[config.mk]
export PLATFORM = sky130hd
export DESIGN_NAME = maxpool_unit
export DESIGN_NICKNAME = d
export VERILOG_FILES = /design/src/verilog/conv_pkg.sv /design/src/verilog/maxpool_unit.sv
export SDC_FILE = /design/constraint.sdc
export NUM_CORES = 1
export LEC_CHECK = 0
export ABC_AREA = 0
export BUFFER_PORTS_ARGS = -buffer_cell sky130_fd_sc_hd__buf_4
export CAP_MARGIN = 20
export CORE_UTILIZATION = 35
export CTS_CLUSTER_SIZE = 25
export DETAILED_ROUTE_END_ITERATION = 12
export PLACE_DENSITY = 0.54
export SLEW_MARGIN = 20
export SYNTH_ARGS = -nofsm -noshare
export SYNTH_HDL_FRONTEND = slang
export SYNTH_SLANG_ARGS = --single-unit
[constraint.sdc]
create_clock -name clk -period 4.55 [get_ports clk]
set_clock_uncertainty 0.15 [all_clocks]
set_input_delay 0.455 -clock clk [delete_from_list [all_inputs] [get_ports clk]]
set_output_delay 0.455 -clock clk [all_outputs]
set_load 0.01 [all_outputs]
[src/verilog/conv_pkg.sv]
// Shared definitions for the two-layer image feature engine
// Fixed-point types, kernel constants, memory selects and controller states

package conv_pkg;

  // Q4.16 pixel format and memory geometry
  localparam int data_w = 20;
  localparam int frac_w = 16;
  localparam int addr_w = 12;
  localparam int acc_w  = 44;

  typedef logic signed [data_w-1:0] data_t;
  typedef logic        [addr_w-1:0] addr_t;
  typedef logic signed [acc_w-1:0]  acc_t;

  typedef struct packed {
    logic [5:0] row;
    logic [5:0] col;
  } pos_t;

  typedef struct packed {
    logic       valid;
    logic [3:0] tap;
  } fetch_step_t;

  // Nine taps, index 0 is the top-left neighbour
  typedef data_t [8:0] window_t;

  typedef struct packed {
    data_t ch0;
    data_t ch1;
  } conv_result_t;

  typedef enum logic [2:0] {
    csel_none   = 3'd0,
    csel_l0_ch0 = 3'd1,
    csel_l0_ch1 = 3'd2,
    csel_l1_ch0 = 3'd3,
    csel_l1_ch1 = 3'd4
  } csel_e;

  typedef enum logic [2:0] {
    st_idle,
    st_fetch,
    st_compute,
    st_write_l0,
    st_pool_read,
    st_write_l1,
    st_done
  } ctrl_state_e;

  // Kernel weights and biases as true signed Q4.16 values
  localparam data_t kernel_0 [0:8] = '{
    20'h0A89E, 20'h092D5, 20'h06D43,
    20'h01004, 20'hF8F71, 20'hF6E54,
    20'hFA6D7, 20'hFC834, 20'hFAC19
  };
  localparam data_t kernel_1 [0:8] = '{
    20'hFDB55, 20'h02992, 20'hFC994,
    20'h050FD, 20'h02F20, 20'h0202D,
    20'h03BD7, 20'hFD369, 20'h05E68
  };
  localparam data_t bias_0 = 20'h01310;
  localparam data_t bias_1 = 20'hF7295;

endpackage

[src/verilog/maxpool_unit.sv]
// 2x2 max pooling
// Holds four layer-0 values and gives their maximum

`timescale 1ns/10ps

module maxpool_unit (
  input  logic            clk,
  input  logic            reset,
  input  logic            pool_capture,
  input  logic [1:0]      pool_slot,
  input  conv_pkg::data_t cdata_rd,
  output conv_pkg::data_t pool_max
);
  import conv_pkg::*;

  data_t slot_q [0:3];
  data_t max_top;
  data_t max_bot;

  // Plain magnitude compare, valid for ReLU outputs only
  function automatic data_t max_u(input data_t a, input data_t b);
    return ($unsigned(a) > $unsigned(b)) ? a : b;
  endfunction

  always_ff @(posedge clk) begin
    if (pool_capture) begin
      slot_q[pool_slot] <= cdata_rd;
    end
  end

  always_comb begin
    max_top  = max_u(slot_q[0], slot_q[1]);
    max_bot  = max_u(slot_q[2], slot_q[3]);
    pool_max = max_u(max_top, max_bot);
  end

  // Layer-0 data comes out of ReLU, so the sign bit is always clear
  assert property (@(posedge clk) disable iff (reset) pool_capture |-> !cdata_rd[data_w-1])
    else $error("negative layer-0 value captured for pooling");

endmodule

# Yosys cells after proc, flatten, opt, wreduce, memory -nomap -nowiden
# Memory sizes are Yosys's and may differ from the RTL's.
# Index checks and enable logic that the tools add are counted.
# totals
wordCells	9
mem_count	1
ramBits	80
reg_bits	0
output_inout_bits	20
input_bits	25
# op_classes
order_cmp	3
mux	5
# memory_table
name	words	word_bits	read_ports	rd_clocked_by_memory_dff	wr	line	rtl
slot_q	4	20	4	0	1	maxpool_unit.sv:16	data_t slot_q [0:3];
# ops
cell	count
20-bit > comparator	3
20-bit 2-to-1 mux	3
1-bit 2-to-1 mux	2

# Depth between registers and ports, before layout
# Gate-level depths: netlist (run 1).
# logic_depth
word_depth	4
ltp_mapped	20
mapped_depth_nobuf	17

# Worst setup path before layout (run 1)
# No wires, ideal clock.
# synth_path
kind	register to output
from	memory slot_q[2][15] (netlist name)
to	output pool_max[0]
arrival_ns	3.580
path_buffers	2
required_ns	3.945
setup_slack_ns	0.365
stages_incl_launch_ff	16
cell_sequence	edfxtp_1 ha_1 nand4_1 nor4_2 a211oi_2 a22oi_2 buf_6 mux2i_1 ha_1 and3_1 a221o_1 a221oi_1 a211o_1 a21oi_1 buf_6 mux2i_1
# synth_rtl
item	line	rtl
from (decl)	maxpool_unit.sv:16	
to (decl)	maxpool_unit.sv:12	output conv_pkg::data_t pool_max

==> metrics.cfg, run 1 <==
[yosys]
synth_top_area_cell = edfxtp_1
synth_compound_area_share_pct = 10.4
async_flop_share_pct = 0
synth_area_um2 = 4900
synthTopCellsByArea = edfxtp_1, ha_1, mux2i_1, inv_1, nand2_1
syn-num-nets = 517
synthMuxAreaShare_pct = 8.17
synth_simple_gate_area_share_pct = 10.3
yosysSeqAreaShare_pct = 49.0
synth_most_common_cell = edfxtp_1
yosys_warnings = 0
netlist_instances = 432
synth_xor_area_share_pct = 0
synth_flop_cell = edfxtp_1
synth_fa_ha_area_share_pct = 15.3
yosysUniqueCellTypes = 36
synth_seq_cells = 80
avgSynthCellArea_um2 = 11.4
synth_edf_count = 80
synth_top_area_share_pct = 49.0
yosys-top-cells-count = edfxtp_1, inv_1, ha_1
synth_top_family_by_area = adder cells

[cts]
clockBufferDepth = 2
cts_tree = done
htreeDepth = 3
cts.hold.buffers_added = 0
path_clk_slew_ns = 0.06
clock-sinks = 80
root_buffer = clkbuf_16
numCtsBuffers = 9

[routing]
first_pass_iters = 4
routed_wl_um = 12000
routedWlPerCell_um = 16.3
antenna_left = 0
dr_total_vias = 3687
drt_first_iter_violations = 173
viasPerCell = 5.00
drc = 0

[timing]
relSlewSlack_pct = 60.0
worstMarginPinSlew_ns = 0.599
drv_slew = 0
fin_ws_ns = -0.457
min_period_ns = 5.01
finalCritPeriodShare_pct = 110
hold_viol = 0
setup_viol = 20
max_freq_mhz = 200
rsz0062_at_grt = true

[placed_design]
gp_congestion = 0.853
placed_cell_area_um2 = 5900
io_buffers = 43
dp_hpwl_um = 8790

[status]
violations = negative setup slack
status = finished, violations left

[final_layout]
diodes = 0
nets = 642
num-fill-cells = 1251
top_register = slot_q
final_area_um2 = 6540
drive_gt1_share_pct = 31.1
area_delta_synth_final_pct = 33.3
largest_register_ffs = 80
top_regs = slot_q (80)
post-route-util_pct = 48.6

[global_routing]
first_global_vias = 3653
grt_pass1_wl_um = 18500
antenna_found_initial = 0
grt_usage_pct = 17.0
grt_overflow_total = 0
grt_max_degree = 21

[die]
fp.dieH_um = 120
core_area_um2 = 13500
die_x_um = 120
placementRows = 42
die_area_um2 = 14500
start_util_pct = 36.4
num_io_pins = 45

[critical_path]
cpPeakStageDelay_ns = 0.45
end_kind = output pin
startpoint_type = flop
path_cells = ha_4 > nand4_1 > buf_4 > nor3_4 > a22o_1 > a211oi_2 > a22oi_2 > buf_6 > mux2i_4 > ha_4 > and3_4 > a221o_1 > a221oi_2 > a211o_1 > a21oi_4 > buf_12 > mux2i_1 > buf_4
critPathArrivalTime_ns = 4.40
crit_type = flop to output pin
path_max_fanout = 4
critPathSlowestCell = edfxtp_1
critPathRequiredTime_ns = 3.94

[worst_hold_path]
hold_class = input pin to flop

[power]
power.density_nw_per_um2 = 332
vdd_drop_max_mv = 0.131
power.leakage_nw = 3.00
finalPower_mw = 2.17

[flow_run]
maxCapViolCount = 0

-- report_power, final --
part,internal [mW],leakage (nW),switching [mW]
sequential,0.852,0.735,0.0216
combinational,0.305,2.13,0.280
clock,0.424,0.132,0.290
-- what timing repair did --
| item | CTS | global route |
|---|---|---|
| pin swaps | 13 | 16 |
| buffers inserted | 4 | 11 |
| setup endpoints to repair | 20 | 20 |
| gates resized for setup | 15 | 25 |
-- worst paths after layout --
check,startpoint,endpoint,slack (ns),depth (start not counted)
worst min-delay path,cdata_rd[16],slot_q[2][16],0.16,1
worst max-delay path,slot_q[2][15],pool_max[16],-0.46,18
-- worst max-delay path: cells and delay by family, from the launching register on --
family,cells,cell delay [ns]
compound gates,7,1.47
buf+inv,4,0.68
mux,2,0.47
fa+ha+maj,2,0.54
simple gates,3,0.43
flops,1,0.45
-- cell type report --
type,instances,area [um2],area share [%]
flip-flops and latches,80,2400,36.7
multi-input cells,277,2400,36.7
repair buffers,127,996,15.2
clock buffers,11,233,3.56
inverters,62,233,3.56
well taps,176,220,3.37
clock inverters,5,57.6,0.880
-- per-layer routing --
metal | routed length (um) | track usage [%] | vias to the layer above
met4 | 208 | 7.18 | 0
met1 | 5650 | 21.9 | 1777
met5 | 0 | 0 | -
met2 | 5820 | 28.6 | 66
met3 | 362 | 2.36 | 17
li1 | - | - | 1827
-- per-stage QoR --
stage	worst slack, ns	setup TNS, ns	cells	hold slack (ns)
after CTS	-0.457	-8.59	727	0.155
after floorplan	0.365	0	432	0.404
after global routing	-0.644	-12.02	738	0.161
after global placement	-0.258	-4.40	707	0.504
final	-0.457	-8.18	738	0.163
after detailed placement	-0.357	-6.14	707	0.511
-- cell families (layout without fill, tap and decap cells) --
logic type | Yosys count | count (layout)
flip-flops | 80 | 80
adder cells (fa/ha/maj) | 60 | 60
multiplexers | 40 | 40
AO/OA/AOI/OAI | 69 | 69
buffers and inverters | 75 | 205
AND/OR/NAND/NOR | 108 | 108
-- placed cells by master, fill, tap and decap left out, types with 10 or more instances in the layout --
cell type | Yosys | layout
a21oi_1 | 21 | 19
buf_4 | 0 | 119
edfxtp_1 | 80 | 80
ha_1 | 60 | 52
inv_1 | 62 | 62
mux2i_1 | 40 | 33
nand2_1 | 52 | 52
nand3_1 | 24 | 23
nand4_1 | 10 | 10
o211a_1 | 18 | 18
Power figures use the tool's default switching activity.
==> run 2: changes to the inputs <==
- RECOVER_POWER: default -> 25
- TNS_END_PERCENT: default -> 1
==> metrics.cfg, run 2 (synthesized netlist as in run 1, its figures left out) <==
[power]
p_comb_share_pct = 25.6  ; -1.3 points
vdd_drop_max_mv = 0.131  ; -0.40%
p_clk_share_pct = 33.4  ; +0.5 points
finalPower_mw = 2.12  ; -2.2%
power.density_nw_per_um2 = 339  ; +2.2%
sw_frac_of_total_pct = 26.9  ; -0.26 points
p_switching_uw = 572  ; -3.1%
p_int_mw = 1.55  ; -1.8%
power.leakage_nw = 2.90  ; -3.3%
seqPwrFrac_pct = 41.0  ; +0.8 points

[die]
start_util_pct = 36.4  ; unchanged
die_area_um2 = 14500  ; unchanged
core_area_um2 = 13500  ; unchanged
die_x_um = 120  ; unchanged
placementRows = 42  ; unchanged
num_io_pins = 45  ; unchanged
fp.dieH_um = 120  ; unchanged

[cts]
clockBufferDepth = 2  ; unchanged
htreeDepth = 3  ; unchanged
clock-sinks = 80  ; unchanged
numCtsBuffers = 9  ; unchanged
root_buffer = clkbuf_16
cts_tree = done
path_clk_slew_ns = 0.06  ; about the same

[timing]
min_period_ns = 5.04  ; +0.0326 ns
rsz0062_at_grt = true
hold_viol = 0  ; unchanged
setup_viol = 20  ; unchanged
setup_tns_ns = -9.15  ; -0.970 ns
max_freq_mhz = 198  ; -0.65%
fin_ws_ns = -0.489  ; -0.0326 ns
worstMarginPinSlew_ns = 0.603  ; +0.00383 ns
relSlewSlack_pct = 59.8  ; -0.26 points
finalCritPeriodShare_pct = 111  ; +0.72 points
drv_slew = 0  ; unchanged

[routing]
viasPerCell = 5.00  ; about the same
dr_total_vias = 3645  ; -1.1%
routedWlPerCell_um = 16.1  ; -1.4%
met1_length_um = 5420  ; -4.1%
met3_wirelength_um = 487  ; +35%
routed_wl_um = 11700  ; -2.6%
antenna_left = 0  ; unchanged
wl_met2_um = 5610  ; -3.6%
top_layer = met4
drc = 0  ; unchanged
drt_first_iter_violations = 156  ; -9.8%
first_pass_iters = 4  ; unchanged

[critical_path]
critPathSlowestCell = edfxtp_1
critPathRequiredTime_ns = 3.94  ; about the same
path_cells = ha_1 > nand4_1 > buf_4 > nor3_2 > a22oi_1 > o211a_2 > and2_4 > buf_6 > o211a_1 > inv_1 > ha_1 > and4_4 > nand3_1 > o21bai_1 > a211o_1 > a21oi_4 > buf_6 > mux2i_1 > buf_4
path_max_fanout = 9  ; +5
crit_type = flop to output pin
critPathArrivalTime_ns = 4.43  ; +0.03 ns
cpPeakStageDelay_ns = 0.39  ; -0.06 ns
startpoint_type = flop
end_kind = output pin

[final_layout]
mostFrequentLayoutCell = buf_4
num-fill-cells = 1284  ; +2.6%
final-seq-area_um2 = 2400  ; unchanged
final_cell_mix = buf_4, edfxtp_1, inv_1
largest_register_ffs = 80  ; unchanged
top_regs = slot_q (80)
top_register = slot_q
multiInputGateArea_um2 = 2240  ; -6.5%
nets = 633  ; -1.4%
diodes = 0  ; unchanged
drive_gt1_share_pct = 25.1  ; -6.0 points
area_delta_synth_final_pct = 27.6
post-route-util_pct = 46.5  ; -2.1 points

[status]
status = finished, violations left
violations = negative setup slack

[placed_design]
dp_hpwl_um = 8790  ; unchanged
gp_congestion = 0.853  ; unchanged
io_buffers = 43  ; unchanged

[global_routing]
grt_pass1_wl_um = 18400  ; -0.19%
first_global_vias = 3651  ; -0.055%
grt_overflow_total = 0  ; unchanged
grt_max_degree = 21  ; unchanged
antenna_found_initial = 0  ; unchanged
grt_usage_pct = 17.0  ; -0.031 points

[worst_hold_path]
hold_class = input pin to flop

[flow_run]
maxCapViolCount = 0  ; unchanged

run 2: worst max-delay path, delay by kind of cell (launching register included):
family | cells | cell delay, ns
compound gates | 6 | 1.41
fa+ha+maj | 2 | 0.63
buf+inv | 5 | 0.68
flops | 1 | 0.39
mux | 1 | 0.22
simple gates | 5 | 0.75
run 2: cell type report:
class	instances	share of cell area (%)
multi-input combinational	277	35.8
sequential	80	38.4
inverter	62	3.72
timing repair buffer	118	13.9
clock buffer	11	3.72
clock inverter	5	0.920
tap	176	3.52
run 2: routing by layer:
metal / GRT usage, % / vias to the layer above
li1: - / 1811
met1: 21.8 / 1736
met2: 28.6 / 81
met3: 2.36 / 17
met4: 7.18 / 0
met5: 0 / -
run 2: worst paths after layout:
check / start / to / slack, ns / cells past startpoint
setup / recovery: slot_q[0][9] / pool_max[3] / -0.49 / 19
hold / removal: cdata_rd[17] / slot_q[1][17] / 0.17 / 1
run 2: what timing repair did:
item,4_1_cts,5_1_grt
hold buffers,0,0
resized for setup,11,2
endpoints found under the setup margin,20,20
pin swaps,12,1
buffers inserted,4,2
run 2: power by group through the flow:
stage,Clock (mW),Sequential [mW],Combinational [mW]
finish,0.710,0.872,0.543
global route,0.751,0.875,0.591
floorplan,0,0.882,0.291
global placement,0,0.885,0.521
CTS,0.726,0.871,0.551
detailed placement,0,0.886,0.528
run 2: through the flow:
stage | cells | worst slack (ns) | hold slack, ns | area (um2)
2_1_floorplan | 432 | 0.365 | 0.404 | 4900
3_3_place_gp | 707 | -0.258 | 0.504 | 5900
3_5_place_dp | 707 | -0.357 | 0.511 | 5900
4_1_cts | 727 | -0.489 | 0.155 | 6270
5_1_grt | 729 | -0.680 | 0.175 | 6260
6_report | 729 | -0.489 | 0.169 | 6260
