File: src/verilog/conv_pkg.sv
// Shared definitions for the two-layer image feature engine
// Fixed-point types, kernel constants, memory selects and controller states

package conv_pkg;

  // Q4.16 pixel format and memory geometry
  localparam int data_w = 20;
  localparam int frac_w = 16;
  localparam int addr_w = 12;
  localparam int acc_w  = 44;

  typedef logic signed [data_w-1:0] data_t;
  typedef logic        [addr_w-1:0] addr_t;
  typedef logic signed [acc_w-1:0]  acc_t;

  typedef struct packed {
    logic [5:0] row;
    logic [5:0] col;
  } pos_t;

  typedef struct packed {
    logic       valid;
    logic [3:0] tap;
  } fetch_step_t;

  // Nine taps, index 0 is the top-left neighbour
  typedef data_t [8:0] window_t;

  typedef struct packed {
    data_t ch0;
    data_t ch1;
  } conv_result_t;

  typedef enum logic [2:0] {
    csel_none   = 3'd0,
    csel_l0_ch0 = 3'd1,
    csel_l0_ch1 = 3'd2,
    csel_l1_ch0 = 3'd3,
    csel_l1_ch1 = 3'd4
  } csel_e;

  typedef enum logic [2:0] {
    st_idle,
    st_fetch,
    st_compute,
    st_write_l0,
    st_pool_read,
    st_write_l1,
    st_done
  } ctrl_state_e;

  // Kernel weights and biases as true signed Q4.16 values
  localparam data_t kernel_0 [0:8] = '{
    20'h0A89E, 20'h092D5, 20'h06D43,
    20'h01004, 20'hF8F71, 20'hF6E54,
    20'hFA6D7, 20'hFC834, 20'hFAC19
  };
  localparam data_t kernel_1 [0:8] = '{
    20'hFDB55, 20'h02992, 20'hFC994,
    20'h050FD, 20'h02F20, 20'h0202D,
    20'h03BD7, 20'hFD369, 20'h05E68
  };
  localparam data_t bias_0 = 20'h01310;
  localparam data_t bias_1 = 20'hF7295;

endpackage

File: src/verilog/conv_ctrl.sv
// Sequencing controller for the feature engine
// Walks every pixel through fetch, compute and layer-0 write, then every
// 2x2 block through pooling reads and the layer-1 write

`timescale 1ns/10ps

module conv_ctrl #(
  parameter int img_side_log2 = 6
) (
  input  logic                  clk,
  input  logic                  reset,
  input  logic                  ready,
  input  conv_pkg::conv_result_t conv_res,
  input  conv_pkg::data_t       pool_max,
  output logic                  busy,
  output conv_pkg::fetch_step_t fetch_step,
  output conv_pkg::pos_t        pos,
  output logic                  compute,
  output logic                  pool_capture,
  output logic [1:0]            pool_slot,
  output conv_pkg::csel_e       csel,
  output logic                  cwr,
  output conv_pkg::addr_t       caddr_wr,
  output conv_pkg::data_t       cdata_wr,
  output logic                  crd,
  output conv_pkg::addr_t       caddr_rd
);
  import conv_pkg::*;

  localparam logic [5:0] last_idx = 6'((1 << img_side_log2) - 1);
  localparam logic [5:0] last_blk = 6'((1 << img_side_log2) - 2);

  ctrl_state_e state;
  ctrl_state_e state_nxt;
  logic [3:0]  step;
  logic        step_last;
  pos_t        blk;
  logic        pool_ch;
  logic        pix_last;
  logic        blk_last;
  addr_t       pix_addr;
  addr_t       blk_base;
  addr_t       rd_addr;
  addr_t       l1_addr;

  // ====================================================================
  // State machine
  // ====================================================================

  always_comb begin
    case (state)
      st_fetch:     step_last = (step == 4'd9);
      st_write_l0:  step_last = (step == 4'd1);
      st_pool_read: step_last = (step == 4'd4);
      default:      step_last = 1'b1;
    endcase
  end

  assign pix_last = (pos.row == last_idx) && (pos.col == last_idx);
  assign blk_last = (blk.row == last_blk) && (blk.col == last_blk);

  always_comb begin
    state_nxt = state;
    case (state)
      st_idle:      if (ready) state_nxt = st_fetch;
      st_fetch:     if (step_last) state_nxt = st_compute;
      st_compute:   state_nxt = st_write_l0;
      st_write_l0: begin
        if (step_last) state_nxt = pix_last ? st_pool_read : st_fetch;
      end
      st_pool_read: if (step_last) state_nxt = st_write_l1;
      st_write_l1:  state_nxt = (pool_ch && blk_last) ? st_done : st_pool_read;
      st_done:      state_nxt = st_idle;
      default:      state_nxt = st_idle;
    endcase
  end

  always_ff @(posedge clk or posedge reset) begin
    if (reset) begin
      state <= st_idle;
      step  <= '0;
      busy  <= 1'b0;
    end else begin
      state <= state_nxt;
      step  <= (state_nxt != state || step_last) ? 4'd0 : step + 4'd1;
      if (state == st_idle && ready) begin
        busy <= 1'b1;
      end else if (state == st_done) begin
        busy <= 1'b0;
      end
    end
  end

  // Pixel walk is row-major, block walk steps by two in both directions
  always_ff @(posedge clk or posedge reset) begin
    if (reset) begin
      pos     <= '0;
      blk     <= '0;
      pool_ch <= 1'b0;
    end else begin
      if (state == st_write_l0 && step_last) begin
        if (pos.col == last_idx) begin
          pos.col <= '0;
          pos.row <= (pos.row == last_idx) ? 6'd0 : pos.row + 6'd1;
        end else begin
          pos.col <= pos.col + 6'd1;
        end
      end
      if (state == st_write_l1) begin
        pool_ch <= ~pool_ch;
        if (pool_ch) begin
          if (blk.col == last_blk) begin
            blk.col <= '0;
            blk.row <= (blk.row == last_blk) ? 6'd0 : blk.row + 6'd2;
          end else begin
            blk.col <= blk.col + 6'd2;
          end
        end
      end
    end
  end

  assign fetch_step.valid = (state == st_fetch) && (step < 4'd9);
  assign fetch_step.tap   = step;
  assign compute          = (state == st_compute);

  // ====================================================================
  // Layer memory ports
  // ====================================================================

  assign pix_addr = (addr_t'(pos.row) << img_side_log2) | addr_t'(pos.col);
  assign blk_base = (addr_t'(blk.row) << img_side_log2) | addr_t'(blk.col);
  // Slot order is top-left, top-right, bottom-left, bottom-right
  assign rd_addr  = blk_base + (addr_t'(step[1]) << img_side_log2) + addr_t'(step[0]);
  assign l1_addr  = (addr_t'(blk.row[5:1]) << (img_side_log2 - 1)) | addr_t'(blk.col[5:1]);

  always_ff @(posedge clk or posedge reset) begin
    if (reset) begin
      cwr          <= 1'b0;
      crd          <= 1'b0;
      csel         <= csel_none;
      caddr_wr     <= '0;
      cdata_wr     <= '0;
      caddr_rd     <= '0;
      pool_capture <= 1'b0;
      pool_slot    <= '0;
    end else begin
      cwr          <= 1'b0;
      crd          <= 1'b0;
      csel         <= csel_none;
      pool_capture <= 1'b0;
      case (state)
        st_write_l0: begin
          cwr      <= 1'b1;
          caddr_wr <= pix_addr;
          if (step == 4'd0) begin
            csel     <= csel_l0_ch0;
            cdata_wr <= conv_res.ch0;
          end else begin
            csel     <= csel_l0_ch1;
            cdata_wr <= conv_res.ch1;
          end
        end
        st_pool_read: begin
          // Read data returns in the next cycle, captured there
          if (step < 4'd4) begin
            crd          <= 1'b1;
            csel         <= pool_ch ? csel_l0_ch1 : csel_l0_ch0;
            caddr_rd     <= rd_addr;
            pool_capture <= 1'b1;
            pool_slot    <= step[1:0];
          end
        end
        st_write_l1: begin
          cwr      <= 1'b1;
          csel     <= pool_ch ? csel_l1_ch1 : csel_l1_ch0;
          caddr_wr <= l1_addr;
          cdata_wr <= pool_max;
        end
        default: begin
        end
      endcase
    end
  end

  assert property (@(posedge clk) disable iff (reset) !(cwr && crd))
    else $error("cwr and crd high together");

  assert property (@(posedge clk) disable iff (reset) (cwr || crd) |-> csel != csel_none)
    else $error("memory strobe with no memory selected");

endmodule

File: config.mk
export PLATFORM = sky130hd
export DESIGN_NAME = conv_ctrl
export DESIGN_NICKNAME = d
export VERILOG_FILES = /design/src/verilog/conv_pkg.sv /design/src/verilog/conv_ctrl.sv
export SDC_FILE = /design/constraint.sdc
export NUM_CORES = 1
export LEC_CHECK = 0
export ABC_AREA = 1
export BUFFER_PORTS_ARGS = -buffer_cell sky130_fd_sc_hd__buf_2
export CAP_MARGIN = 15
export CORE_ASPECT_RATIO = 0.6
export CORE_MARGIN = 3
export CORE_UTILIZATION = 54
export DETAILED_ROUTE_END_ITERATION = 16
export PLACE_DENSITY = 0.89
export SETUP_SLACK_MARGIN = 0.4
export SLEW_MARGIN = 20
export SYNTH_ARGS = -nofsm -noshare
export SYNTH_HDL_FRONTEND = slang
export SYNTH_SLANG_ARGS = --single-unit
File: constraint.sdc
create_clock -name clk -period 4.6 [get_ports clk]
set_input_delay 0.92 -clock clk [delete_from_list [all_inputs] [get_ports clk]]
set_output_delay 0.92 -clock clk [all_outputs]
set_load 0.01 [all_outputs]
# Word-level counts from Yosys, hierarchy flattened
# Cells that the tools add are included.
# op_classes
eq_ne,14
reduce_logical,16
bitwise_logic,4
addsub,7
n_mux,26
order_cmp,2
# op_table
op,count
20-bit case mux with 2 select lines,1
6-bit == test (second input constant),4
6-bit 2-to-1 mux,4
12-bit by 6-bit OR with 12-bit output,2
12-bit case mux with 2 select lines,1
20-bit 2-to-1 mux,1
3-bit 2-to-1 mux,6
3-bit case mux with 6 select lines,1
12-bit by 1-bit adder with 12-bit output,1
12-bit by 7-bit adder with 12-bit output,1
6-bit by 1-bit adder with 6-bit output (second input constant),2
6-bit by 2-bit adder with 6-bit output (second input constant),2
10-bit by 5-bit OR with 10-bit output,1
3-bit == test (second input constant),3
3-bit case mux with 3 select lines,1
2-bit 2-to-1 mux,4
3-bit by 2-bit == test with 1-bit output (second input constant),2
1-bit logical AND,6
2-bit AND reduction,3
1-bit 2-to-1 mux,5
4-bit by 1-bit adder with 4-bit output (second input constant),1
4-bit by 1-bit == test with 1-bit output (second input constant),1
4-bit by 3-bit == test with 1-bit output (second input constant),1
4-bit == test (second input constant),1
other kinds (13),14
# totals
input_bits,63
ff_bits,84
word_cells,84
out_inout_bits,71

# Depth between registers and ports, before layout
# depth
ltp_word,8
depth_mapped,10

# Worst setup path after synthesis
# No wires, ideal clock.
# synth_timing
path_type,register to output
start,reg step[1]
end,out fetch_step[4] in the netlist's numbering
required_time_ps,3680
stages_incl_launch_ff,5
path_slack_ps,2694
arrival_time_ps,986
n_path_buf,0
cell_sequence,dfrtp_1 > inv_1 > ha_1 > nand2_1 > a21oi_1
# synth_lines
item,line_no,source
start: declaration,conv_ctrl.sv:35,logic [3:0] step;
start signal: assignment,conv_ctrl.sv:85,step <= (state_nxt != state || step_last) ? 4'd0 : step + 4'd1;
end: declaration,conv_ctrl.sv:16,"output conv_pkg::fetch_step_t fetch_step,"

# Worst setup path after layout
# layout_timing
start,reg state[1]
end,reg caddr_wr[6]
# layout_via
elab_chain_cells,2
# layout_lines
item,line_no,source
start: declaration,conv_ctrl.sv:33,ctrl_state_e state;
start signal: assignment,conv_ctrl.sv:80,state <= st_idle;
start signal: assignment,conv_ctrl.sv:84,state <= state_nxt;
3-bit == test / 3-bit by 2-bit == test with 1-bit output (equally long branches),conv_ctrl.sv:152,case (state)
12-bit case mux with 2 select lines / 2-bit nonzero test (equally long branches),n/a,
end signal: assignment,conv_ctrl.sv:155,caddr_wr <= pix_addr;
end signal: assignment,conv_ctrl.sv:177,caddr_wr <= l1_addr;
end: declaration,conv_ctrl.sv:23,"output conv_pkg::addr_t caddr_wr,"
# Parallel ways exist; a longest one is shown, timed or not.
# A chain may end at the register's enable or synchronous reset.

==> results.sh <==
export IMPL_tritoncts="done"
export IMPL_grt_pass1_wl_um=17500
export IMPL_clk_path_buf_depth=2
export IMPL_fin_util=0.720
export IMPL_worst_slew_pin_slew_ns=0.957
export IMPL_max_stage_delay_ns=0.78
export IMPL_start_util=0.577
export IMPL_p_total_uw=1550
export IMPL_path_cells="inv_1, nand3_4, nand2_1, inv_1, nand2_1, o221ai_1"
export IMPL_wl_per_cell_um=14.9
export IMPL_synth_top_area_cell="dfrtp_1"
export IMPL_grt_use_total=0.262
export IMPL_synthDistinctLibCells=34
export IMPL_first_global_vias=3696
export IMPL_portBuffers=133
export IMPL_cts_buffers=9
export IMPL_avgSynthCellArea_um2=8.00
export IMPL_synth_fp_nets=568
export IMPL_hpwl_um=7530
export IMPL_r2r_cells=6
export IMPL_gr_total_overflow=0
export IMPL_cp_max_fo=34
export IMPL_ir_drop_mv=0.180
export IMPL_slew_headroom=0.361
export IMPL_cts_max_level=3
export IMPL_critPathCaptureType="flip-flop"
export IMPL_cap_viol_max_count=0
export IMPL_crit_type="flip-flop to flip-flop"
export IMPL_final_hold_viol_count=0
export IMPL_die_area_um2=8480
export IMPL_finalCritPeriodShare=0.610
export IMPL_netlist_area_um2=3980
export IMPL_hold_class="flip-flop to flip-flop"
export IMPL_nNetsFinal=692
export IMPL_drv_slew=0
export IMPL_placeableCoreArea_um2=6910
export IMPL_cts_setup_buffers=0
export IMPL_rsz0062_at_grt="false"
export IMPL_period_needed_ns=2.81
export IMPL_startpoint_type="flip-flop"
export IMPL_final_common_cell="nand2_1"
export IMPL_critPathSlowestCell="nand2_1"
export IMPL_setup_viol=0
export IMPL_drive_gt1_frac=0.257
export IMPL_p_leak_uw=0.00274
export IMPL_hold_buffers=0
export IMPL_cts_repair_resized=0
export IMPL_io_pins=134
export IMPL_fillers=489
export IMPL_grt_max_degree=52
export IMPL_n_antenna_cell=0
export IMPL_fin_area_um2=4970
export IMPL_worstSkewPairLatency_ns=0.34
export IMPL_clk_pin_slew_ns=0.06
export IMPL_drc=0
export IMPL_ys_seq_elements=81
export IMPL_std_cell_rows=23
export IMPL_area_growth_syn_to_layout_pct=24.9
export IMPL_clock_skew_ns=0.0101
export IMPL_layout_common_cells="nand2_1 (155), buf_2 (133), dfrtp_1 (81)"
export IMPL_ys_seq_area_frac=0.509
export IMPL_min_path_cells=2
export IMPL_synthTopCellsByArea="dfrtp_1 (51%), nand2_1 (15%), o21ai_0 (6.4%)"
export IMPL_placed_cell_area_um2=4660
export IMPL_tns_ns=0
export IMPL_fmax_ghz=0.356
export IMPL_ant_nets=0
export IMPL_ctsRootBufferMaster="clkbuf_16"
export IMPL_clock_sinks=81
export IMPL_fp_dieH_um=72.5
export IMPL_arrival_ns=3.00
export IMPL_fp_dieW_um=117
export IMPL_yosysWarningCount=0
export IMPL_gp_congestion=0.801
export IMPL_antenna_found_initial=0
export IMPL_dr_total_vias=3877
export IMPL_critPathRequiredTime_ns=4.79
export IMPL_cellPowerDensity_nw_per_um2=312
export IMPL_drt_iter0_markers=481
export IMPL_synthCells=498
export IMPL_drt_pass1_iterations=5
export IMPL_synth_top_area_frac=0.509
export IMPL_drt_total_wl_um=10600
export IMPL_status="finished, final reports clean"
export IMPL_via_per_inst=5.44
routing by layer:
layer,routed length [µm],vias to the layer above,GRT usage,part of all wire
li1,-,1865,-,-
met1,4830,1799,0.365,0.45
met2,4770,184,0.409,0.45
met3,777,29,0.0625,0.073
met4,259,0,0.0814,0.024
met5,0,-,0,0
registers in the layout (all words and copies together), names as in the netlist:
signal,count
blk,10
busy,1
caddr_rd,12
caddr_wr,12
cdata_wr,20
crd,1
csel,3
cwr,1
pool_ch,1
pool_slot,1
pos,12
state,3
step,4
cells in the mapped netlist (all sizes together):
| library cell | instances |
|---|---|
| a21o | 1 |
| a21oi | 14 |
| a31oi | 1 |
| and3 | 1 |
| buf | 17 |
| clkbuf | 5 |
| clkinv | 1 |
| dfrtp | 81 |
| ha | 7 |
| inv | 35 |
| nand2 | 158 |
| nand3 | 20 |
| nand3b | 1 |
| nand4 | 7 |
| nor2 | 57 |
| nor3 | 5 |
| nor3b | 1 |
| o21a | 1 |
| o21ai | 71 |
| o221ai | 3 |
| o22ai | 1 |
| o31ai | 2 |
| xnor2 | 3 |
| xor2 | 5 |
stage by stage:
stage               worst slack, ns  cells  hold slack, ns
floorplan                      1.60    498           0.471
global placement               2.05    698           0.458
detailed placement             1.90    698           0.462
CTS                            1.86    713           0.478
global route                   1.55    713           0.504
finish                         1.79    713           0.476
power breakdown:
group | switching (µW) | leakage, µW | internal, µW
Combinational | 40.2 | 0.00153 | 34.2
Clock | 278 | 0.000149 | 472
Sequential | 5.39 | 0.00107 | 722
logic make-up (layout without fill, tap and decap cells):
family	Yosys count	in the layout	synth area share
adders and majority gates	7	7	0.0220
xor gates and xnor gates	8	8	0.0176
AOI/OAI and AO/OA	94	94	0.124
and+or+nand+nor	250	250	0.265
DFF	81	81	0.509
buffers and inverters	58	186	0.0625
critical path, delay by kind of cell, from the launching register on:
kind,cells,cell delay [ns]
compound gates,1,0.12
flops,1,0.40
simple gates,3,1.31
buf+inv,2,0.80
final cells by class:
type | count | area, µm² | share of cell area
clock buffer | 10 | 229 | 0.0460
tap | 87 | 109 | 0.0219
clock inverter | 5 | 81.3 | 0.0163
multi-input combinational | 359 | 1710 | 0.344
timing repair buffer | 135 | 681 | 0.137
sequential | 81 | 2030 | 0.407
inverter | 36 | 138 | 0.0277
path summary, 6_finish.rpt:
path,slack (ns),end,from
worst min register to register,0.48,pool_slot[1]$_DFFE_PP0P_,pool_slot[1]$_DFFE_PP0P_
worst max-delay path,1.79,caddr_wr[6]$_DFFE_PP0P_,state[1]$_DFF_PP0_
max in group asynchronous,2.96,caddr_wr[9]$_DFFE_PP0P_,reset
worst min-delay path,0.48,pool_slot[1]$_DFFE_PP0P_,pool_slot[1]$_DFFE_PP0P_
min in group asynchronous,0.74,cdata_wr[0]$_DFFE_PP0P_,reset
worst max register to register,1.79,caddr_wr[6]$_DFFE_PP0P_,state[1]$_DFF_PP0_
Note: power is estimated with default switching activity, not from simulation.
