--- config.mk ---
export PLATFORM = sky130hd
export DESIGN_NAME = window_fetch
export DESIGN_NICKNAME = d
export VERILOG_FILES = /design/src/verilog/conv_pkg.sv /design/src/verilog/window_fetch.sv
export SDC_FILE = /design/constraint.sdc
export NUM_CORES = 1
export LEC_CHECK = 0
export ABC_CLOCK_PERIOD_IN_PS = 4310
export BUFFER_PORTS_ARGS = -buffer_cell sky130_fd_sc_hd__buf_4
export CAP_MARGIN = 40
export CORE_ASPECT_RATIO = 0.9
export CORE_MARGIN = 8
export CORE_UTILIZATION = 52
export CTS_BUF_LIST = sky130_fd_sc_hd__clkbuf_8
export DETAILED_ROUTE_END_ITERATION = 10
export PLACE_DENSITY = 0.85
export SYNTH_ARGS = -nofsm -noshare
export SYNTH_HDL_FRONTEND = slang
export SYNTH_SLANG_ARGS = --single-unit
export TNS_END_PERCENT = 5
--- constraint.sdc ---
create_clock -name clk -period 4.31 [get_ports clk]
set_input_delay 0.6465 -clock clk [delete_from_list [all_inputs] [get_ports clk]]
set_output_delay 0.6465 -clock clk [all_outputs]
set_load 0.01 [all_outputs]
--- src/verilog/conv_pkg.sv ---
// Shared definitions for the two-layer image feature engine
// Fixed-point types, kernel constants, memory selects and controller states

package conv_pkg;

  // Q4.16 pixel format and memory geometry
  localparam int data_w = 20;
  localparam int frac_w = 16;
  localparam int addr_w = 12;
  localparam int acc_w  = 44;

  typedef logic signed [data_w-1:0] data_t;
  typedef logic        [addr_w-1:0] addr_t;
  typedef logic signed [acc_w-1:0]  acc_t;

  typedef struct packed {
    logic [5:0] row;
    logic [5:0] col;
  } pos_t;

  typedef struct packed {
    logic       valid;
    logic [3:0] tap;
  } fetch_step_t;

  // Nine taps, index 0 is the top-left neighbour
  typedef data_t [8:0] window_t;

  typedef struct packed {
    data_t ch0;
    data_t ch1;
  } conv_result_t;

  typedef enum logic [2:0] {
    csel_none   = 3'd0,
    csel_l0_ch0 = 3'd1,
    csel_l0_ch1 = 3'd2,
    csel_l1_ch0 = 3'd3,
    csel_l1_ch1 = 3'd4
  } csel_e;

  typedef enum logic [2:0] {
    st_idle,
    st_fetch,
    st_compute,
    st_write_l0,
    st_pool_read,
    st_write_l1,
    st_done
  } ctrl_state_e;

  // Kernel weights and biases as true signed Q4.16 values
  localparam data_t kernel_0 [0:8] = '{
    20'h0A89E, 20'h092D5, 20'h06D43,
    20'h01004, 20'hF8F71, 20'hF6E54,
    20'hFA6D7, 20'hFC834, 20'hFAC19
  };
  localparam data_t kernel_1 [0:8] = '{
    20'hFDB55, 20'h02992, 20'hFC994,
    20'h050FD, 20'h02F20, 20'h0202D,
    20'h03BD7, 20'hFD369, 20'h05E68
  };
  localparam data_t bias_0 = 20'h01310;
  localparam data_t bias_1 = 20'hF7295;

endpackage

--- src/verilog/window_fetch.sv ---
// 3x3 window fetch with zero padding
// Generates the image address of each tap and captures the returned pixel,
// or zero for taps outside the image

`timescale 1ns/10ps

module window_fetch #(
  parameter int img_side_log2 = 6
) (
  input  logic                  clk,
  input  logic                  reset,
  input  conv_pkg::fetch_step_t fetch_step,
  input  conv_pkg::pos_t        pos,
  input  conv_pkg::data_t       idata,
  output conv_pkg::addr_t       iaddr,
  output conv_pkg::window_t     window
);
  import conv_pkg::*;

  localparam logic signed [7:0] side = 8'(1 << img_side_log2);

  logic signed [7:0] dr;
  logic signed [7:0] dc;
  logic signed [7:0] nr;
  logic signed [7:0] nc;
  logic              outside;
  addr_t             nb_addr;
  fetch_step_t       tap_q;
  logic              pad_q;

  // Tap offsets in row-major order around the centre
  always_comb begin
    case (fetch_step.tap)
      4'd0, 4'd1, 4'd2: dr = -8'sd1;
      4'd3, 4'd4, 4'd5: dr = 8'sd0;
      default:          dr = 8'sd1;
    endcase
    case (fetch_step.tap)
      4'd0, 4'd3, 4'd6: dc = -8'sd1;
      4'd1, 4'd4, 4'd7: dc = 8'sd0;
      default:          dc = 8'sd1;
    endcase
  end

  assign nr      = $signed({2'b00, pos.row}) + dr;
  assign nc      = $signed({2'b00, pos.col}) + dc;
  assign outside = (nr < 0) || (nr >= side) || (nc < 0) || (nc >= side);
  assign nb_addr = (addr_t'(nr[5:0]) << img_side_log2) | addr_t'(nc[5:0]);

  // Address goes out this edge, the pixel comes back one edge later
  always_ff @(posedge clk or posedge reset) begin
    if (reset) begin
      iaddr <= '0;
      tap_q <= '0;
      pad_q <= 1'b0;
    end else begin
      tap_q <= fetch_step;
      if (fetch_step.valid) begin
        iaddr <= nb_addr;
        pad_q <= outside;
      end
    end
  end

  always_ff @(posedge clk) begin
    if (tap_q.valid) begin
      window[tap_q.tap] <= pad_q ? data_t'(0) : idata;
    end
  end

endmodule

---- After elaboration in Yosys (flattened, before gate mapping) ----
Cells that the tools add are included.
operators by class
  $add $sub $neg .......................... 2
  multiply operators ...................... 0
  divide/modulo/power cells ............... 0
  $lt $le $gt $ge ......................... 6
  eq/ne operators ......................... 7
  shift-type cells ........................ 0
  mux-type cells .......................... 6
  bitwise gates (word level) .............. 1
  reduce and logical (&&, ||, !) cells .... 9
operator list
  cell                                                               count
  bitwise mux 180 bit                                                1
  demux 20 bit (select 4 bit)                                        1
  2-to-1 mux 20 bit                                                  2
  case mux 8 bit (2 select lines)                                    2
  adder 7 x 8 -> 8 bit                                               2
  == test 4 x 3 -> 1 bit, second input constant                      4
  greater-or-equal comparator 8 bit, second input constant           2
  less-than comparator 8 x 1 -> 1 bit, second input constant         2
  OR 12 x 6 -> 12 bit                                                1
  OR reduction 3 bit                                                 4
  == test 4 x 2 -> 1 bit, second input constant                      2
  less-than comparator 4 x 5 -> 1 bit, second input constant         1
  == test 4 x 1 -> 1 bit, second input constant                      1
  greater-or-equal comparator 4 x 1 -> 1 bit, second input constant  1
  logical NOT 4 bit                                                  1
  logical OR 1 bit                                                   3
  logical AND 1 bit                                                  1
word-level totals
  flip-flop bits (word level) ............. 198
  bits in latches ......................... 0
  RAM bits ................................ 0
  ROM bits ................................ 0
  input bits .............................. 39
  output and inout port bits .............. 192
  memories kept ........................... 0

---- Logic depth before layout (Yosys ltp) ----
Gate-level depths: netlist of run 1.
  depth in word-level cells ............... 8
  depth in mapped cells ................... 11
  gate-level depth less buffers ........... 11

---- Worst setup path after synthesis of run 1 ----
Ideal clock, no wire load.
  path kind ............................... reg-to-reg
  start ................................... register tap_q[0] (netlist name)
  end ..................................... register window[160] in the netlist's numbering (enable)
  setup time .............................. 0.455 ns
  arrival ................................. 2.732 ns
  required time ........................... 3.855 ns
  slack ................................... 1.123 ns
  stages on the path, launching flop included .. 3
  buffers on the path ..................... 0
  clock period less this slack ............ 3.187 ns
  path through ............................ dfrtp_1 nand2b_1 nor4b_1
RTL lines
  element                          RTL line            text
  to (signal, indexed assignment)  window_fetch.sv:67  window[tap_q.tap] <= pad_q ? data_t'(0) : idata;
  to (decl)                        window_fetch.sv:16  output conv_pkg::window_t window

---- Final worst setup path of run 1 ----
  start ................................... input port fetch_step[1] in the netlist's numbering
  end ..................................... register pad_q
on the way
  longest elaborated chain between the ends .. 8
  elaborated cells between the ends (all ways) .. 23
  classes of those cells .................. add/sub (2); order compare (4); eq/ne (7); mux (2); reduce/logical (8)
RTL lines
  element                                                                                          RTL line                                text
  from (decl)                                                                                      window_fetch.sv:12                      input conv_pkg::fetch_step_t fetch_step,
  == test 4 x 3 -> 1 bit, or another cell as far along                                             window_fetch.sv:33, window_fetch.sv:38
  OR reduction 3 bit                                                                               window_fetch.sv:33                      case (fetch_step.tap)
  case mux 8 bit (2 select lines)                                                                  window_fetch.sv:33
  adder 7 x 8 -> 8 bit                                                                             window_fetch.sv:45                      assign nr = $signed({2'b00, pos.row}) + dr;
  less-than comparator 8 x 1 -> 1 bit / greater-or-equal comparator 8 bit (equally long branches)  window_fetch.sv:47                      assign outside = (nr < 0) || (nr >= side) || (nc < 0) || (nc >= side);
  logical OR 1 bit (2 in a row)                                                                    window_fetch.sv:47
  logical OR 1 bit (*)                                                                             window_fetch.sv:47
  to (signal assigned)                                                                             window_fetch.sv:60                      pad_q <= outside;
  to (decl)                                                                                        window_fetch.sv:29                      logic pad_q;
Mark *: on every way between the ends. The rest lies on a longest branch, timed or not.
A chain may end at the register's enable or synchronous reset.

==> results of run 1 <==
## synth_stat cells (3+ instances only)
cell type,count
dfrtp_1,18
ha_1,9
edfxtp_1,180
xor2_1,4
clkbuf_1,3
inv_1,11
a21oi_1,9
nor4_1,4
nand2_1,8
nor3_1,6
nor2_1,7
nor2b_1,20
mux2_2,7
xnor2_1,6
## registers in the layout, indices dropped and copies added (netlist names)
register / cells
iaddr: 12
pad_q: 1
tap_q: 5
window: 180
## metrics by stage
stage                     util (%)  instances  setup slack, ns
after floorplan                  -        323             1.12
after global placement        69.2        723             1.65
after detailed placement      69.7        729             1.54
after CTS                     73.0        760             2.00
after global routing          73.0        760             1.83
final                         73.0        760             1.93
## power groups by stage
stage               clock (mW)  combinational (mW)  sequential [mW]
global placement             0               0.282             2.26
global route              1.32               0.345             2.21
floorplan                    0               0.128             2.26
detailed placement           0               0.318             2.25
finish                    1.23               0.316             2.21
CTS                       1.25               0.320             2.21
## cells by family (layout without fill, tap and decap cells)
group | after synthesis | in the layout | share of synthesized area [%]
compound gates | 25 | 25 | 2.58
xor+xnor | 10 | 10 | 1.30
fa+ha+maj | 11 | 11 | 2.27
buf+inv | 16 | 289 | 0.984
flops | 198 | 198 | 86.9
mux | 8 | 8 | 1.39
simple gates | 55 | 55 | 4.59
## final cells by class
class,instances,area (um2),share of cell area [%]
timing repair buffer,246,1870,20.2
clock buffer,17,234,2.53
inverter,12,50.0,0.540
sequential,198,5860,63.2
tap,164,205,2.22
clock inverter,14,188,2.03
multi-input combinational,109,865,9.33
## critical path, stage by stage
cell and delay, ns:
buf_4 0.14, nor4_1 0.29, a31o_2 0.28, ha_1 0.33, a21o_1 0.20, a21oi_1 0.22
o21ai_0 0.11, and4_1 0.20, o41ai_1 0.28
## per-layer routing
layer	vias up	GRT usage, %	wire length (um)
li1	1759	-	-
met5	-	0	0
met2	228	36.0	9110
met4	0	6.24	255
met3	21	7.30	1820
met1	1974	24.8	6770
## how the worst min path moves through the flow
| stage | depth (start not counted) | start | endpoint | slack [ns] |
|---|---|---|---|---|
| 2_1_floorplan | 1 | iaddr[6] | iaddr[6] | 0.55 |
| 3_3_place_gp | 1 | iaddr[9] | iaddr[9] | 0.50 |
| 3_5_place_dp | 1 | iaddr[11] | iaddr[11] | 0.50 |
| 4_1_cts | 2 | reset | iaddr[0] | 0.31 |
| 5_1_grt | 1 | fetch_step[3] | tap_q[3] | 0.32 |
| 6_report | 2 | reset | iaddr[0] | 0.33 |
==> results_dict.tcl, run 1 <==
set metrics [dict create \
    grt_first_pass_wirelength_um 25700 \
    yosysWarnings 0 \
    die-area_um2 16900 \
    power_switching_mw 0.855 \
    p_leak_nw 3.65 \
    synth_area_leaders "edfxtp_1, dfrtp_1, nor2b_1" \
    placed_cell_area_um2 8840 \
    startpoint_type "primary input" \
    netlist.top_cell.by_area "edfxtp_1" \
    powerDensity_nw_per_um2 405 \
    min_path_type "in -> async" \
    port_buffers 230 \
    fp.dieW_um 136 \
    async_flop_share_pct 9.09 \
    path_max_fanout 10 \
    reg2reg_depth 3 \
    post-dp-hpwl_um 13100 \
    synth.yosys.seq_area_share_pct 86.9 \
    antenna_found_initial 0 \
    cp.required_ns 4.64 \
    h-tree-depth 4 \
    fillCellCount 744 \
    period_share_pct 55.2 \
    cts_tree "done" \
    whs_ns 0.325 \
    cts_buffer_depth 2 \
    cts_setup_buffers 0 \
    cts_hold_buffers 0 \
    switching_share_pct 22.8 \
    arrival_ns 2.70 \
    irDropWorstVdd_uv 280 \
    layout_commonest_cell "buf_4" \
    grt_max_degree 21 \
    gp_congestion 0.843 \
    syn-cell-area_um2 6740 \
    startpoint "fetch_step[1]" \
    endpoint "pad_q" \
    fin_skew_ns 0.00928 \
    status "completed" \
    vias 3982 \
    yosys.cell_types.count 36 \
    tightest_slew_ns 0.751 \
    fin_crit_ns 2.38 \
    dr.pass1.iters 4 \
    grt_usage_pct 21.0 \
    slew_headroom_pct 49.8 \
    synth_flop_cell "edfxtp_1" \
    finalSetupViolCount 0 \
    layout_common_cells "buf_4, edfxtp_1, nor2b_1" \
    drtAntennaViolNets 0 \
    slew_violations 0 \
    area_delta_synth_final_pct 37.5 \
    post-route-drc-count 0 \
    hold_viol 0 \
    clkTransAtPathRegs_ns 0.10 \
    start_util_pct 53.1 \
    p_clk_share_pct 32.8 \
    reg2reg_to "window[13]" \
    internal-power_mw 2.90 \
    num_rows 39 \
    cts.sinks 198 \
    synth_seq_cells 198 \
    power_mw 3.76 \
    clock.fmax_mhz 421 \
    nets 634 \
    syn_avg_cell_area_um2 20.9 \
    synth_top_area_share_pct 80.2 \
    synth_edf_count 180 \
    p_seq_share_pct 58.8 \
    maxCapViolCount 0 \
    drive_gt1_share_pct 50.2 \
    die_h_um 124 \
    fin_tns_setup_ns 0 \
    rr_startpoint "tap_q[0]" \
    netlist_instances 323 \
    cts_made_buffers 17 \
    grt_overflow_total 0 \
    reg2reg_slack_ns 2.36 \
    wl_um 18000 \
    clkLatencyLatePin_ns 0.45 \
    drt_iter0_markers 294 \
    diodes 0 \
    ios 231 \
    fin_area_um2 9260 \
    root_buffer "clkbuf_8" \
    core_area_um2 12700 \
    synthesis.nets 373 \
    avgViaCountPerCell 5.24 \
    power_frac_comb_pct 8.4 \
    grt_pass1_vias 4096 \
    crit_type "in -> reg" \
    rsz0062_at_grt "false" \
    drt-wirelength-per-cell_um 23.6 \
    cp-end-kind "flop" \
    cts_resized 0 \
]
Power figures use the tool's default switching activity.
==> inputs of run 2 (changes only) <==
--- a/config.mk
+++ b/config.mk
@@ -5,15 +5,15 @@
 export SDC_FILE = /design/constraint.sdc
 export NUM_CORES = 1
 export LEC_CHECK = 0
-export ABC_CLOCK_PERIOD_IN_PS = 4310
+export ABC_CLOCK_PERIOD_IN_PS = 2000
 export BUFFER_PORTS_ARGS = -buffer_cell sky130_fd_sc_hd__buf_4
 export CAP_MARGIN = 40
 export CORE_ASPECT_RATIO = 0.9
 export CORE_MARGIN = 8
-export CORE_UTILIZATION = 52
+export CORE_UTILIZATION = 47
 export CTS_BUF_LIST = sky130_fd_sc_hd__clkbuf_8
 export DETAILED_ROUTE_END_ITERATION = 10
-export PLACE_DENSITY = 0.85
+export PLACE_DENSITY = 0.82
 export SYNTH_ARGS = -nofsm -noshare
 export SYNTH_HDL_FRONTEND = slang
 export SYNTH_SLANG_ARGS = --single-unit
==> constraint.sdc (replaced) <==
create_clock -name clk -period 2 [get_ports clk]
set_input_delay 0.3 -clock clk [delete_from_list [all_inputs] [get_ports clk]]
set_output_delay 0.3 -clock clk [all_outputs]
set_load 0.01 [all_outputs]
==> run 2 against run 1 <==
  * Sequential power increased by 110%
  * Wire length up 0.51%
  * Register-to-register slack worse by 2.1 ns
  * First-iteration DRC count fell by 11%
  * Via count grew 2.3%
  * Cell area rose by 2.1%
  * Combinational power rose by 130%
  * Die area rose by 9.3%
  * Global-route usage fell by 1.4 points
==> results_dict.tcl, run 2 (synthesis results as in run 1) <==
set metrics [dict create \
    status "completed" \
    diodes 0 \
    grt_max_degree 21 \
    p_clk_share_pct 29.0 \
    gp_congestion 0.902 \
    hold_viol 0 \
    grt_overflow_total 0 \
    power_mw 7.72 \
    post-dp-hpwl_um 13300 \
    p_seq_share_pct 61.6 \
    holdPathStages 2 \
    largest_register "window" \
    crit_type "in -> reg" \
    root_buffer "clkbuf_8" \
    internal-power_mw 5.98 \
    avgViaCountPerCell 5.01 \
    slowest_stage "a31o_2" \
    period_share_pct 93.1 \
    cts_resized 0 \
    reg2reg_depth 3 \
    irDropWorstVdd_uv 405 \
    drtAntennaViolNets 0 \
    post-route-drc-count 0 \
    grt_usage_pct 19.6 \
    layout_common_cells "buf_4, edfxtp_1, nor2b_1" \
    finalCoreUtilization_pct 67.5 \
    nets 657 \
    vias 4075 \
    drt_iter0_markers 261 \
    clock.fmax_mhz 537 \
    wl_um 18100 \
    powerDensity_nw_per_um2 816 \
    slew_headroom_pct 52.4 \
    fin_skew_ns 0.00958 \
    num_rows 41 \
    h-tree-depth 4 \
    power_switching_mw 1.74 \
    layout_commonest_cell "buf_4" \
    fin_area_um2 9460 \
    drive_gt1_share_pct 51.1 \
    dr.pass1.iters 4 \
    fp.dieW_um 142 \
    arrival_ns 2.21 \
    drt-wirelength-per-cell_um 22.2 \
    rsz0062_at_grt "false" \
    slew_violations 0 \
    cp-end-kind "flop" \
    startpoint_type "primary input" \
    path_max_fanout 5 \
    antenna_found_initial 0 \
    reg_top3 "window x180, iaddr x12, tap_q x5" \
    grt_pass1_vias 4403 \
    largest_register_ffs 180 \
    clkLatencyLatePin_ns 0.45 \
    grt_first_pass_wirelength_um 26200 \
    port_buffers 230 \
    tightest_slew_ns 0.713 \
    maxCapViolCount 0 \
    cts_made_buffers 17 \
    cp.required_ns 2.35 \
    p_leak_nw 3.73 \
    final_cells 813 \
    cts_tree "done" \
    fin_crit_ns 1.86 \
    clkTransAtPathRegs_ns 0.09 \
    area_delta_synth_final_pct 40.3 \
    placed_cell_area_um2 9090 \
    dp_cells 779 \
    die_h_um 130 \
    die-area_um2 18400 \
    cts_buffer_depth 2 \
    cts.sinks 198 \
    min_path_type "in -> reg" \
    worstPathCellList "buf_4 > xor2_1 > a31o_2 > ha_1 > a21o_1 > a21oi_1 > o21ai_0 > and4_1 > o41ai_1" \
    start_util_pct 48.1 \
    worst_path_largest_cell_delay_ns 0.30 \
    switching_share_pct 22.6 \
    finalSetupViolCount 0 \
    power_frac_comb_pct 9.4 \
    ios 231 \
    core_area_um2 14000 \
    reg2reg_slack_ns 0.31 \
]
[run 2: cell types whose count changed in the layout (fill, tap and decap cells not counted), sizes merged]
cell,previous run,this run
clkinvlp,1,4
clkinv,3,7
buf,246,267
dlygate4sd3,0,2
bufinv,3,1
inv,19,15
[run 2: metal layers]
layer / wire [um] / vias to the layer above / track usage, %
met3: 1600 / 18 / 6.73
li1: - / 1805 / -
met4: 229 / 0 / 6.75
met5: 0 / - / 0
met1: 6860 / 2052 / 21.6
met2: 9370 / 200 / 34.8
[run 2: area by class of cell]
cell class / instances / area [um2]
flip-flops and latches: 198 / 5860
clock buffers: 17 / 234
clock inverters: 15 / 114
inverters: 12 / 50.0
fillers: 924 / 4550
well taps: 193 / 241
repair buffers: 269 / 2060
multi-input cells: 109 / 900
[run 2: repair_timing]
| item | in CTS | in global routing |
|---|---|---|
| buffers inserted | 0 | 0 |
| hold buffers | 2 | 0 |
| endpoints found under the hold margin | 19 | 0 |
[run 2: worst paths after layout]
check / start / endpoint
setup / recovery: fetch_step[0] / pad_q
hold / removal: fetch_step[3] / tap_q[3]
setup reg to reg: tap_q[0] / window[176]
hold reg to reg: iaddr[1] / iaddr[1]
max in group asynchronous: reset / pad_q
min in group asynchronous: reset / iaddr[6]
[run 2: worst max-delay path, delay by kind of cell]
family | cells | cell delay (ns)
AO/OA/AOI/OAI | 5 | 1.08
buffers and inverters | 1 | 0.13
adder cells (fa/ha/maj) | 1 | 0.30
XOR/XNOR | 1 | 0.17
AND/OR/NAND/NOR | 1 | 0.22
[run 2: power groups by stage]
stage                     clock [mW]  sequential [mW]  combinational (mW)
after detailed placement           0             4.84               0.736
after global placement             0             4.84               0.699
final                           2.24             4.75               0.729
after global routing            2.45             4.77               0.797
after floorplan                    0             4.88               0.277
after CTS                       2.28             4.75               0.742
[run 2: stage by stage]
stage               setup WS (ns)  setup TNS [ns]  hold slack [ns]
floorplan                  -0.483          -49.52            0.239
global placement           -0.216          -0.785            0.447
detailed placement         -0.333           -1.50            0.461
CTS                         0.158               0           0.0574
global route               0.0495               0           0.0550
finish                      0.138               0           0.0927
==> inputs of run 3 (changes only) <==
--- a/config.mk
+++ b/config.mk
@@ -14,7 +14,7 @@
 export CTS_BUF_LIST = sky130_fd_sc_hd__clkbuf_8
 export DETAILED_ROUTE_END_ITERATION = 10
 export PLACE_DENSITY = 0.82
+export SLEW_MARGIN = 10
 export SYNTH_ARGS = -nofsm -noshare
 export SYNTH_HDL_FRONTEND = slang
 export SYNTH_SLANG_ARGS = --single-unit
-export TNS_END_PERCENT = 5
==> constraint.sdc (replaced) <==
create_clock -name clk -period 2 [get_ports clk]
set_input_delay 0.2 -clock clk [delete_from_list [all_inputs] [get_ports clk]]
set_output_delay 0.2 -clock clk [all_outputs]
set_load 0.01 [all_outputs]
==> run 3 against run 2 <==
  * Global-route usage increased by 0.12 points
  * Cell count increased by 0.12%
  * Clock skew up 0.0095 ns
  * Critical path depth unchanged
  * Largest power group unchanged
  * Critical endpoint unchanged
==> results_dict.tcl, run 3 (synthesis results as in run 1) <==
set metrics [dict create \
    hold_start "pos[6]" \
    fillCellCount 923 \
    grt_usage_pct 19.7 \
    fp.dieW_um 142 \
    layout_commonest_cell "buf_4" \
    antenna_found_initial 0 \
    ios 231 \
    crit_type "in -> reg" \
    reg_top3 "window x180, iaddr x12, tap_q x5" \
    cp-end-kind "flop" \
    drtAntennaViolNets 0 \
    clkTransAtPathRegs_ns 0.10 \
    fin_skew_ns 0.0191 \
    drive_gt1_share_pct 50.9 \
    tightest_slew_ns 0.762 \
    root_buffer "clkbuf_8" \
    start_util_pct 48.1 \
    grt_first_pass_wirelength_um 26300 \
    die-area_um2 18400 \
    h-tree-depth 4 \
    period_share_pct 90.0 \
    port_buffers 230 \
    core_area_um2 14000 \
    cts_buffer_depth 2 \
    finalSetupViolCount 0 \
    wl_um 18100 \
    startpoint_type "primary input" \
    largest_register "window" \
    slew_violations 0 \
    area_delta_synth_final_pct 41.2 \
    cts_resized 0 \
    layout_common_cells "buf_4, edfxtp_1, nor2b_1" \
    p_leak_nw 3.77 \
    power_mw 8.10 \
    slowest_stage "nor4_1" \
    clkLatencyLatePin_ns 0.45 \
    cts_hold_buffers 6 \
    drt-wirelength-per-cell_um 22.2 \
    slew_headroom_pct 49.1 \
    cp_top_family "compound AO/OA/AOI/OAI gates" \
    cts.sinks 198 \
    startpoint "fetch_step[0]" \
    largest_register_ffs 180 \
    status "completed" \
    die_h_um 130 \
    clock.fmax_mhz 556 \
    post-route-drc-count 0 \
    min_path_type "in -> reg" \
    cts_made_buffers 17 \
    grt_overflow_total 0 \
    irDropWorstVdd_uv 470 \
    powerDensity_nw_per_um2 851 \
    dr.pass1.iters 4 \
    cts_tree "done" \
    maxCapViolCount 0 \
    path_max_fanout 5 \
    nets 659 \
    rr_startpoint "tap_q[1]" \
    drt_iter0_markers 247 \
    cp.required_ns 2.35 \
    vias 4046 \
    worst_path_largest_cell_delay_ns 0.34 \
    gp_congestion 0.795 \
    grt_pass1_vias 4237 \
    whs_ns 0.108 \
    worstPathCellList "buf_4 > nor4_1 > a31o_2 > ha_1 > a21o_1 > a21oi_1 > o21ai_0 > and4_1 > o41ai_1" \
    crit_buf_inv 1 \
    post-dp-hpwl_um 13600 \
    avgViaCountPerCell 4.97 \
    arrival_ns 2.15 \
    cts_setup_buffers 0 \
    hold_viol 0 \
    fin_crit_ns 1.80 \
    grt_max_degree 21 \
    rsz0062_at_grt "false" \
    finalCoreUtilization_pct 68.0 \
    diodes 0 \
    num_rows 41 \
]
==> run 3: cell types whose count changed in the layout (fill, tap and decap cells not counted) <==
cell	change
buf_4	+1
clkinv_2	-1
bufinv_16	+3
inv_6	-1
clkinv_4	+3
clkinv_1	-2
clkinvlp_4	-3
buf_12	-3
dlygate4sd3_1	+4
==> run 3: stage by stage <==
stage	instance area [um2]	setup WS, ns	cells	setup TNS (ns)
5_1_grt	9520	0.0437	814	0
2_1_floorplan	6770	-0.483	323	-48.84
6_report	9520	0.200	814	0
3_3_place_gp	9040	-0.0903	777	-0.184
4_1_cts	9520	0.214	814	0
3_5_place_dp	9040	-0.242	777	-0.545
==> run 3: final timing paths <==
path	cells after the start	slack (ns)	to
min reg2reg	1	0.53	iaddr[3]
min	3	0.11	iaddr[6]
max in group asynchronous	3	1.07	iaddr[1]
max reg2reg	3	0.29	window[135]
max	9	0.20	pad_q
min in group asynchronous	3	0.44	iaddr[6]
==> run 3: tightest hold or removal path, stage by stage <==
cell,delay [ns]
buf_4,0.08
ha_1,0.12
mux2_2,0.13
==> run 3: power by group <==
part	switching, mW	leakage [nW]	internal (mW)
logic	0.408	1.70	0.316
clock network	1.27	0.214	1.35
registers	0.0580	1.86	4.69
==> run 3: layout make-up <==
type | instances | area [um2] | area share (%)
clock buffer | 17 | 234 | 2.46
clock inverter | 14 | 186 | 1.96
inverter | 12 | 50.0 | 0.526
multi-input combinational | 109 | 900 | 9.45
sequential | 198 | 5860 | 61.5
tap | 193 | 241 | 2.54
timing repair buffer | 271 | 2050 | 21.5
==> run 3: metal layers <==
layer  global-route usage (%)  share of wire, %  wire length, um  vias up
met2                     33.2                50             9110      223
li1                         -                 -                -     1810
met3                     7.46                10             1870       17
met4                     6.75               1.3              228        0
met1                     22.8                38             6840     1996
met5                        0                 0                0        -
